[src/verilog/xbar_macros.svh]
`ifndef XBAR_MACROS_SVH
`define XBAR_MACROS_SVH

// configuration store of one crossbar
`define XBAR_WORDS      16          // words per crossbar
`define XBAR_WORD_BITS  32          // bits per word, 512 bits in all

// readback constant
`define XBAR_ID         16'h7ba2    // reads a bit like "xbar"

// bank layout on the command bus
`define XBAR_NUM        2           // controllers in the bank
`define XBAR_BASE_POS   8'h00       // addr[15:8] of controller 0

`endif

[src/verilog/xbar_pkg.sv]
`include "xbar_macros.svh"

package xbar_pkg;

  // command bus as seen by every controller
  typedef struct packed {
    logic                       enable;  // cycle valid
    logic                       wr;      // write strobe
    logic                       re;      // read strobe
    logic [15:0]                addr;    // [15:8] position, [7:0] offset
    logic [`XBAR_WORD_BITS-1:0] data;    // write data
  } cmd_bus_t;

  // pins facing one crossbar
  typedef struct packed {
    logic xbar_clock;  // bit valid, high while sin carries a bit
    logic pclk;        // latch, one low pulse sets the switches
    logic sin;         // serial data, msb first
  } xbar_pins_t;

  // register offsets in addr[7:0]
  typedef enum logic [7:0] {
    REG_ID   = 8'h09,
    REG_BUSY = 8'h0A,
    REG_CMD  = 8'h20
  } reg_off_e;

  // transfer sequencer states
  typedef enum logic [1:0] {S_IDLE, S_SHIFT, S_LOAD, S_LATCH} shift_state_e;

endpackage

[src/verilog/xbar_bank.sv]
`include "xbar_macros.svh"

module xbar_bank (
  input  logic                                 sclk,
  input  logic                                 reset,
  input  xbar_pkg::cmd_bus_t                   bus,      // shared by all controllers
  output logic [15:0]                          data_out,
  output xbar_pkg::xbar_pins_t [`XBAR_NUM-1:0] pins
);

  logic [15:0] rd_data [`XBAR_NUM];  // per controller readback

  //----------------------------------------------------------------------
  // one controller per bus position
  //----------------------------------------------------------------------
  for (genvar k = 0; k < `XBAR_NUM; k++) begin : g_ctrl
    xbar_control #(
      .POSITION (8'(`XBAR_BASE_POS + k))  // consecutive positions
    ) u_ctrl (
      .sclk     (sclk),
      .reset    (reset),
      .bus      (bus),
      .data_out (rd_data[k]),
      .pins     (pins[k])
    );
  end

  // only the addressed controller returns nonzero
  always_comb begin
    data_out = '0;
    for (int i = 0; i < `XBAR_NUM; i++) begin
      data_out = data_out | rd_data[i];
    end
  end

endmodule

[src/verilog/xbar_control.sv]
`include "xbar_macros.svh"

module xbar_control #(
  parameter logic [7:0] POSITION = 8'h00  // bus position of this crossbar
) (
  input  logic                 sclk,
  input  logic                 reset,
  input  xbar_pkg::cmd_bus_t   bus,
  output logic [15:0]          data_out,
  output xbar_pkg::xbar_pins_t pins
);

  logic                       start;
  logic [`XBAR_WORD_BITS-1:0] word;
  logic [3:0]                 word_sel;
  logic                       busy;
  logic                       done;

  // bus side, word bank and command
  xbar_regs #(
    .POSITION (POSITION)
  ) u_regs (
    .sclk     (sclk),
    .reset    (reset),
    .bus      (bus),
    .word_sel (word_sel),
    .busy     (busy),
    .done     (done),
    .start    (start),
    .word     (word),
    .data_out (data_out)
  );

  // crossbar side, serial transfer
  xbar_shifter u_shifter (
    .sclk     (sclk),
    .reset    (reset),
    .start    (start),
    .word     (word),
    .word_sel (word_sel),
    .busy     (busy),
    .done     (done),
    .pins     (pins)
  );

endmodule

[src/verilog/xbar_regs.sv]
`include "xbar_macros.svh"

module xbar_regs #(
  parameter logic [7:0] POSITION = 8'h00  // bus position, compared with addr[15:8]
) (
  input  logic                       sclk,
  input  logic                       reset,
  input  xbar_pkg::cmd_bus_t         bus,
  input  logic [3:0]                 word_sel,  // word the sequencer wants next
  input  logic                       busy,
  input  logic                       done,
  output logic                       start,     // level, command pending
  output logic [`XBAR_WORD_BITS-1:0] word,
  output logic [15:0]                data_out
);
  import xbar_pkg::*;

  logic                       sel;       // this controller addressed
  reg_off_e                   offset;    // register offset of the cycle
  logic                       wr_cmd;
  logic                       wr_cfg;
  logic [`XBAR_WORD_BITS-1:0] command;   // nonzero starts a transfer
  logic [`XBAR_WORD_BITS-1:0] cfg_words [`XBAR_WORDS];

  //----------------------------------------------------------------------
  // address decode
  //----------------------------------------------------------------------
  assign sel    = bus.enable && (bus.addr[15:8] == POSITION);
  assign offset = reg_off_e'(bus.addr[7:0]);

  assign wr_cmd = sel && bus.wr && (offset == REG_CMD);
  // every other offset lands in the word bank, addr[3:0] picks the word
  assign wr_cfg = sel && bus.wr && (offset != REG_CMD);

  //----------------------------------------------------------------------
  // configuration word bank
  //----------------------------------------------------------------------
  always_ff @(posedge sclk) begin
    if (reset) begin
      for (int i = 0; i < `XBAR_WORDS; i++) begin
        cfg_words[i] <= '0;                  // crossbar opens all switches
      end
    end else if (wr_cfg) begin
      cfg_words[bus.addr[3:0]] <= bus.data;  // lands at once, even mid transfer
    end
  end

  // async read port for the sequencer
  assign word = cfg_words[word_sel];

  //----------------------------------------------------------------------
  // command register
  //----------------------------------------------------------------------
  always_ff @(posedge sclk) begin
    if (reset) begin
      command <= '0;
    end else if (done || busy) begin
      command <= '0;           // held at zero for the whole transfer
    end else if (wr_cmd) begin
      command <= bus.data;     // zero here is a no-op
    end
  end

  assign start = (command != '0);

  // registered readback, valid the cycle after the read strobe
  always_ff @(posedge sclk) begin
    if (reset) begin
      data_out <= '0;
    end else if (sel && bus.re) begin
      case (offset)
        REG_ID:   data_out <= `XBAR_ID;
        REG_BUSY: data_out <= {15'd0, busy};  // flag in bit 0
        default:  data_out <= '0;             // words are write only
      endcase
    end else begin
      data_out <= '0;          // idle cycles keep the bank OR clean
    end
  end

endmodule

[src/verilog/xbar_shifter.sv]
`include "xbar_macros.svh"

module xbar_shifter (
  input  logic                       sclk,
  input  logic                       reset,
  input  logic                       start,
  input  logic [`XBAR_WORD_BITS-1:0] word,
  output logic [3:0]                 word_sel,
  output logic                       busy,
  output logic                       done,      // one cycle, on the last bit
  output xbar_pkg::xbar_pins_t       pins
);
  import xbar_pkg::*;

  // index of the final bit of the 512 bit stream
  localparam logic [8:0] LAST_BIT = 9'(`XBAR_WORDS * `XBAR_WORD_BITS - 1);

  shift_state_e               state;
  shift_state_e               next_state;
  logic [8:0]                 bit_cnt;    // bits sent so far
  logic [`XBAR_WORD_BITS-1:0] shreg;      // msb drives sin
  logic                       cnt_clr;
  logic                       cnt_up;
  logic                       load;
  logic                       shift;

  //----------------------------------------------------------------------
  // FSM
  //----------------------------------------------------------------------
  always_ff @(posedge sclk) begin
    if (reset) begin
      state <= S_IDLE;
    end else begin
      state <= next_state;
    end
  end

  always_comb begin
    next_state = state;
    cnt_clr    = 1'b0;
    cnt_up     = 1'b0;
    load       = 1'b0;
    shift      = 1'b0;
    done       = 1'b0;
    busy       = 1'b1;                   // only idle is not busy
    case (state)
      S_IDLE: begin
        busy    = 1'b0;
        cnt_clr = 1'b1;                  // word_sel stays on word 0
        if (start) begin
          load       = 1'b1;             // word 0 goes in now
          next_state = S_SHIFT;
        end
      end
      S_SHIFT: begin
        shift  = 1'b1;                   // bit on sin is taken this cycle
        cnt_up = 1'b1;
        if (bit_cnt == LAST_BIT) begin
          done       = 1'b1;             // clears the command register
          next_state = S_LATCH;
        end else if (bit_cnt[4:0] == 5'h1f) begin
          next_state = S_LOAD;           // word boundary
        end
      end
      S_LOAD: begin
        load       = 1'b1;               // counter already points at next word
        next_state = S_SHIFT;
      end
      S_LATCH: begin
        cnt_clr    = 1'b1;
        next_state = S_IDLE;
      end
      default: next_state = S_IDLE;
    endcase
  end

  //----------------------------------------------------------------------
  // bit counter and output shift register
  //----------------------------------------------------------------------
  always_ff @(posedge sclk) begin
    if (reset) begin
      bit_cnt <= '0;
      shreg   <= '0;                     // keeps sin low out of reset
    end else begin
      if (cnt_clr) begin
        bit_cnt <= '0;
      end else if (cnt_up) begin
        bit_cnt <= bit_cnt + 9'd1;
      end
      if (load) begin
        shreg <= word;
      end else if (shift) begin
        shreg <= {shreg[`XBAR_WORD_BITS-2:0], 1'b0};  // zeros fill behind
      end
    end
  end

  assign word_sel        = bit_cnt[8:5];        // 32 bits per word
  assign pins.xbar_clock = (state == S_SHIFT);
  assign pins.pclk       = (state != S_LATCH);  // active low latch
  assign pins.sin        = shreg[`XBAR_WORD_BITS-1];

endmodule
[config.mk]
export PLATFORM = sky130hd
export DESIGN_NAME = xbar_bank
export DESIGN_NICKNAME = d
export VERILOG_FILES = /design/src/verilog/xbar_pkg.sv /design/src/verilog/xbar_bank.sv /design/src/verilog/xbar_control.sv /design/src/verilog/xbar_regs.sv /design/src/verilog/xbar_shifter.sv
export VERILOG_INCLUDE_DIRS = /design/src /design/src/verilog
export SDC_FILE = /design/constraint.sdc
export NUM_CORES = 2
export LEC_CHECK = 0
export BUFFER_PORTS_ARGS = -buffer_cell sky130_fd_sc_hd__buf_2
export CAP_MARGIN = 15
export CORE_ASPECT_RATIO = 0.9
export CORE_MARGIN = 3
export CORE_UTILIZATION = 57
export CTS_BUF_LIST = sky130_fd_sc_hd__clkbuf_8 sky130_fd_sc_hd__clkbuf_16
export DETAILED_ROUTE_END_ITERATION = 16
export PLACE_DENSITY = 0.76
export SLEW_MARGIN = 20
export SYNTH_ARGS = -nofsm -noshare
export SYNTH_HDL_FRONTEND = slang
export SYNTH_HIERARCHICAL = 1
export SYNTH_SLANG_ARGS = --single-unit
[constraint.sdc]
create_clock -name sclk -period 3.9 [get_ports sclk]
set_clock_uncertainty 0.1 [all_clocks]
set_input_delay 0.585 -clock sclk [delete_from_list [all_inputs] [get_ports sclk]]
set_output_delay 0.585 -clock sclk [all_outputs]
set_load 0.02 [all_outputs]
==> flow_metrics.tcl <==
set metrics [dict create \
    post_cts_resize_count 0 \
    power.share.sequential 0.543 \
    maxCapViolations 0 \
    rsz0062_at_grt "false" \
    antenna_found_initial 7 \
    start_util 0.577 \
    synth_warnings 6 \
    intPower_w 0.0207 \
    postSynthAreaPerCell_um2 13.5 \
    die_w_um 327 \
    netSwitchingPower_w 0.00573 \
    drc_errors 0 \
    postCtsSetupBuffers 0 \
    pin_count 75 \
    cts_tree "built" \
    period_share 0.833 \
    grt_pass1_wl_mm 210 \
    min_period_ns 3.25 \
    grt_usage 0.292 \
    tightest_slew_ns 1.13 \
    area_growth_pct 10.3 \
    power.leakage_nw 18.5 \
    clkSinkCount 1178 \
    htree_levels 3 \
    grt_max_degree 65 \
    syn-cell-area_um2 52800 \
    pre_cts_ws_ns 0.347 \
    synth_top_area_share 0.583 \
    hold_buffers 0 \
    hpwl_mm 82.0 \
    dieArea_um2 96300 \
    hold_violations 0 \
    ys_top_cells_by_area "edfxtp_1, mux4_2, dfxtp_1" \
    first_global_vias 32800 \
    instances_no_fill 5163 \
    nFillCells 6528 \
    yosys.cell_types.count 54 \
    final_core_util 0.637 \
    synth_seq_cells 1178 \
    die_h_um 295 \
    worstSkewPairLatency_ns 0.70 \
    slew_viol_final 0 \
    max_slew_margin 0.246 \
    routed_wirelength_mm 140 \
    setup_tns_ns 0 \
    start_kind "flop" \
    crit_required_ns 3.21 \
    status "finished, final reports clean" \
    cp_max_fo 46 \
    gp_congestion 0.852 \
    wl_per_cell_um 27.1 \
    dp.cells 4940 \
    clk_path_buf_depth 3 \
    cts-root-buf "clkbuf_16" \
    final_nets 3884 \
    num_rows 105 \
    p_per_area_nw_per_um2 453 \
    avgViaCountPerCell 6.49 \
    syn_inst 3898 \
    core_um2 91400 \
    clock.fmax_ghz 0.308 \
    critPathKind "reg2out" \
    cts_made_buffers 113 \
    ant_nets 0 \
    synth_seq_area_share 0.641 \
    clockPowerShare 0.413 \
    grt_overflow_total 0 \
    drtPass1Iterations 5 \
    combPwrFrac 0.043 \
    vias 33500 \
    r2r_slack_ns 1.03 \
    vdd_drop_max_mv 0.359 \
    cp.arrival_ns 2.56 \
    fin_ws_ns 0.652 \
    setup_viol 0 \
    path_clk_slew_ns 0.06 \
    cp-end-kind "primary output" \
    hold_path.class "in2reg" \
    power_w 0.0264 \
    drive_gt1_frac 0.199 \
    io_buffers 68 \
    yosys.area.top_type "edfxtp_1" \
    drt_iter0_drc 4504 \
    sw_frac_of_total 0.217 \
]
[final cells by class]
cell class	instances	area, µm²	share of cell area
antenna	10	25.0	0.000430
clock buffer	125	3000	0.0516
clock inverter	88	706	0.0121
inverter	5	18.8	0.000322
multi-input combinational	2329	17200	0.296
sequential	1178	33800	0.581
tap	1230	1540	0.0264
timing repair buffer	198	1840	0.0317
[routing by layer]
layer,vias to the layer above,GRT usage,share of wire
met5,-,0,0.00016
met4,4,0.0860,0.032
met3,326,0.0769,0.14
met2,2341,0.433,0.44
met1,16700,0.431,0.39
li1,14100,-,-
[sequential cells by signal (all words and copies together), names as in the netlist]
signal and count:
g_ctrl.u_ctrl/u_regs/data_out 4, g_ctrl.u_ctrl/u_shifter/state 4, g_ctrl.u_ctrl/u_shifter/shreg 64, g_ctrl.u_ctrl/u_shifter/bit_cnt 18, g_ctrl.u_ctrl/u_regs/cfg_words 1024, g_ctrl.u_ctrl/u_regs/command 64
[cell usage after synthesis (all sizes together)]
cell and n:
a21o 2, a41o 1, or3b 3, nor3 5, conb 2, nor2 655, xnor2 2, or2 36
nor2b 11, mux4 256, xor2 2, and2 392, buf 125, nand4 7, o21ai 68, nor4 35
o21bai 18, a21oi 144, or4 8, and3 6, nand2 283, and3b 2, a22oi 190, nand4b 1
o21ba 2, ha 6, edfxtp 1024, nand2b 10, clkbuf 271, inv 5, dfxtp 154, or3 12
a31o 3, nand3b 3, nor4b 3, nand3 145, o31ai 6
[cells in the final DEF, fill, tap and decap left out, drive strengths merged, types with 3 or more instances in the layout]
| cell | count |
|---|---|
| a21oi | 144 |
| a22oi | 190 |
| a31o | 3 |
| and2 | 392 |
| and3 | 6 |
| buf | 198 |
| bufinv | 9 |
| clkbuf | 125 |
| clkinv | 34 |
| clkinvlp | 10 |
| conb | 12 |
| dfxtp | 154 |
| diode | 10 |
| edfxtp | 1024 |
| ha | 6 |
| inv | 40 |
| mux4 | 256 |
| nand2 | 283 |
| nand2b | 10 |
| nand3 | 145 |
| nand3b | 3 |
| nand4 | 7 |
| nor2 | 655 |
| nor2b | 11 |
| nor3 | 5 |
| nor4 | 35 |
| nor4b | 3 |
| o21ai | 68 |
| o21bai | 18 |
| o31ai | 6 |
| or2 | 36 |
| or3 | 12 |
| or3b | 3 |
| or4 | 8 |
[metrics by stage]
step / hold WS [ns] / area [µm²]
finish: 0.113 / 58200
global route: 0.134 / 58200
global placement: 0.354 / 54500
CTS: 0.0826 / 58200
floorplan: 0.348 / 52800
detailed placement: 0.361 / 54500
[cells by family after synthesis]
kind of cell	count (synthesis)	synth area share
and+or+nand+nor	1617	0.157
other	2	0.000142
xor gates and xnor gates	4	0.000664
adders and majority gates	6	0.00142
muxes	256	0.109
AOI/OAI and AO/OA	434	0.0519
buffers and inverters	401	0.0382
DFF	1178	0.641
[worst max-delay path, cell delays in order (launching register included)]
cell      delay [ns]
dfxtp_1         0.45
nand2b_2        0.16
buf_4           0.45
inv_2           0.31
buf_4           0.31
buf_2           0.19
[power groups by stage]
| stage | Combinational, W | Clock, W | Sequential (W) |
|---|---|---|---|
| final | 0.00115 | 0.0109 | 0.0143 |
| after global routing | 0.00119 | 0.0115 | 0.0144 |
| after CTS | 0.00113 | 0.0110 | 0.0143 |
| after detailed placement | 0.00112 | 0 | 0.0146 |
| after global placement | 0.00110 | 0 | 0.0146 |
| after floorplan | 0.000634 | 0 | 0.0145 |
[worst paths after layout]
kind / start / endpoint / cells past startpoint
max: g_ctrl[0].u_ctrl/u_shifter/state[1] / pins[2] / 5
min: bus[48] / g_ctrl[0].u_ctrl/u_regs/data_out[0] / 3
min reg2reg: g_ctrl[1].u_ctrl/u_shifter/shreg[31] / g_ctrl[1].u_ctrl/u_shifter/shreg[31] / 2
max reg2reg: g_ctrl[0].u_ctrl/u_shifter/bit_cnt[5] / g_ctrl[0].u_ctrl/u_shifter/shreg[31] / 6
No activity file was read; power rests on OpenSTA's default activity.
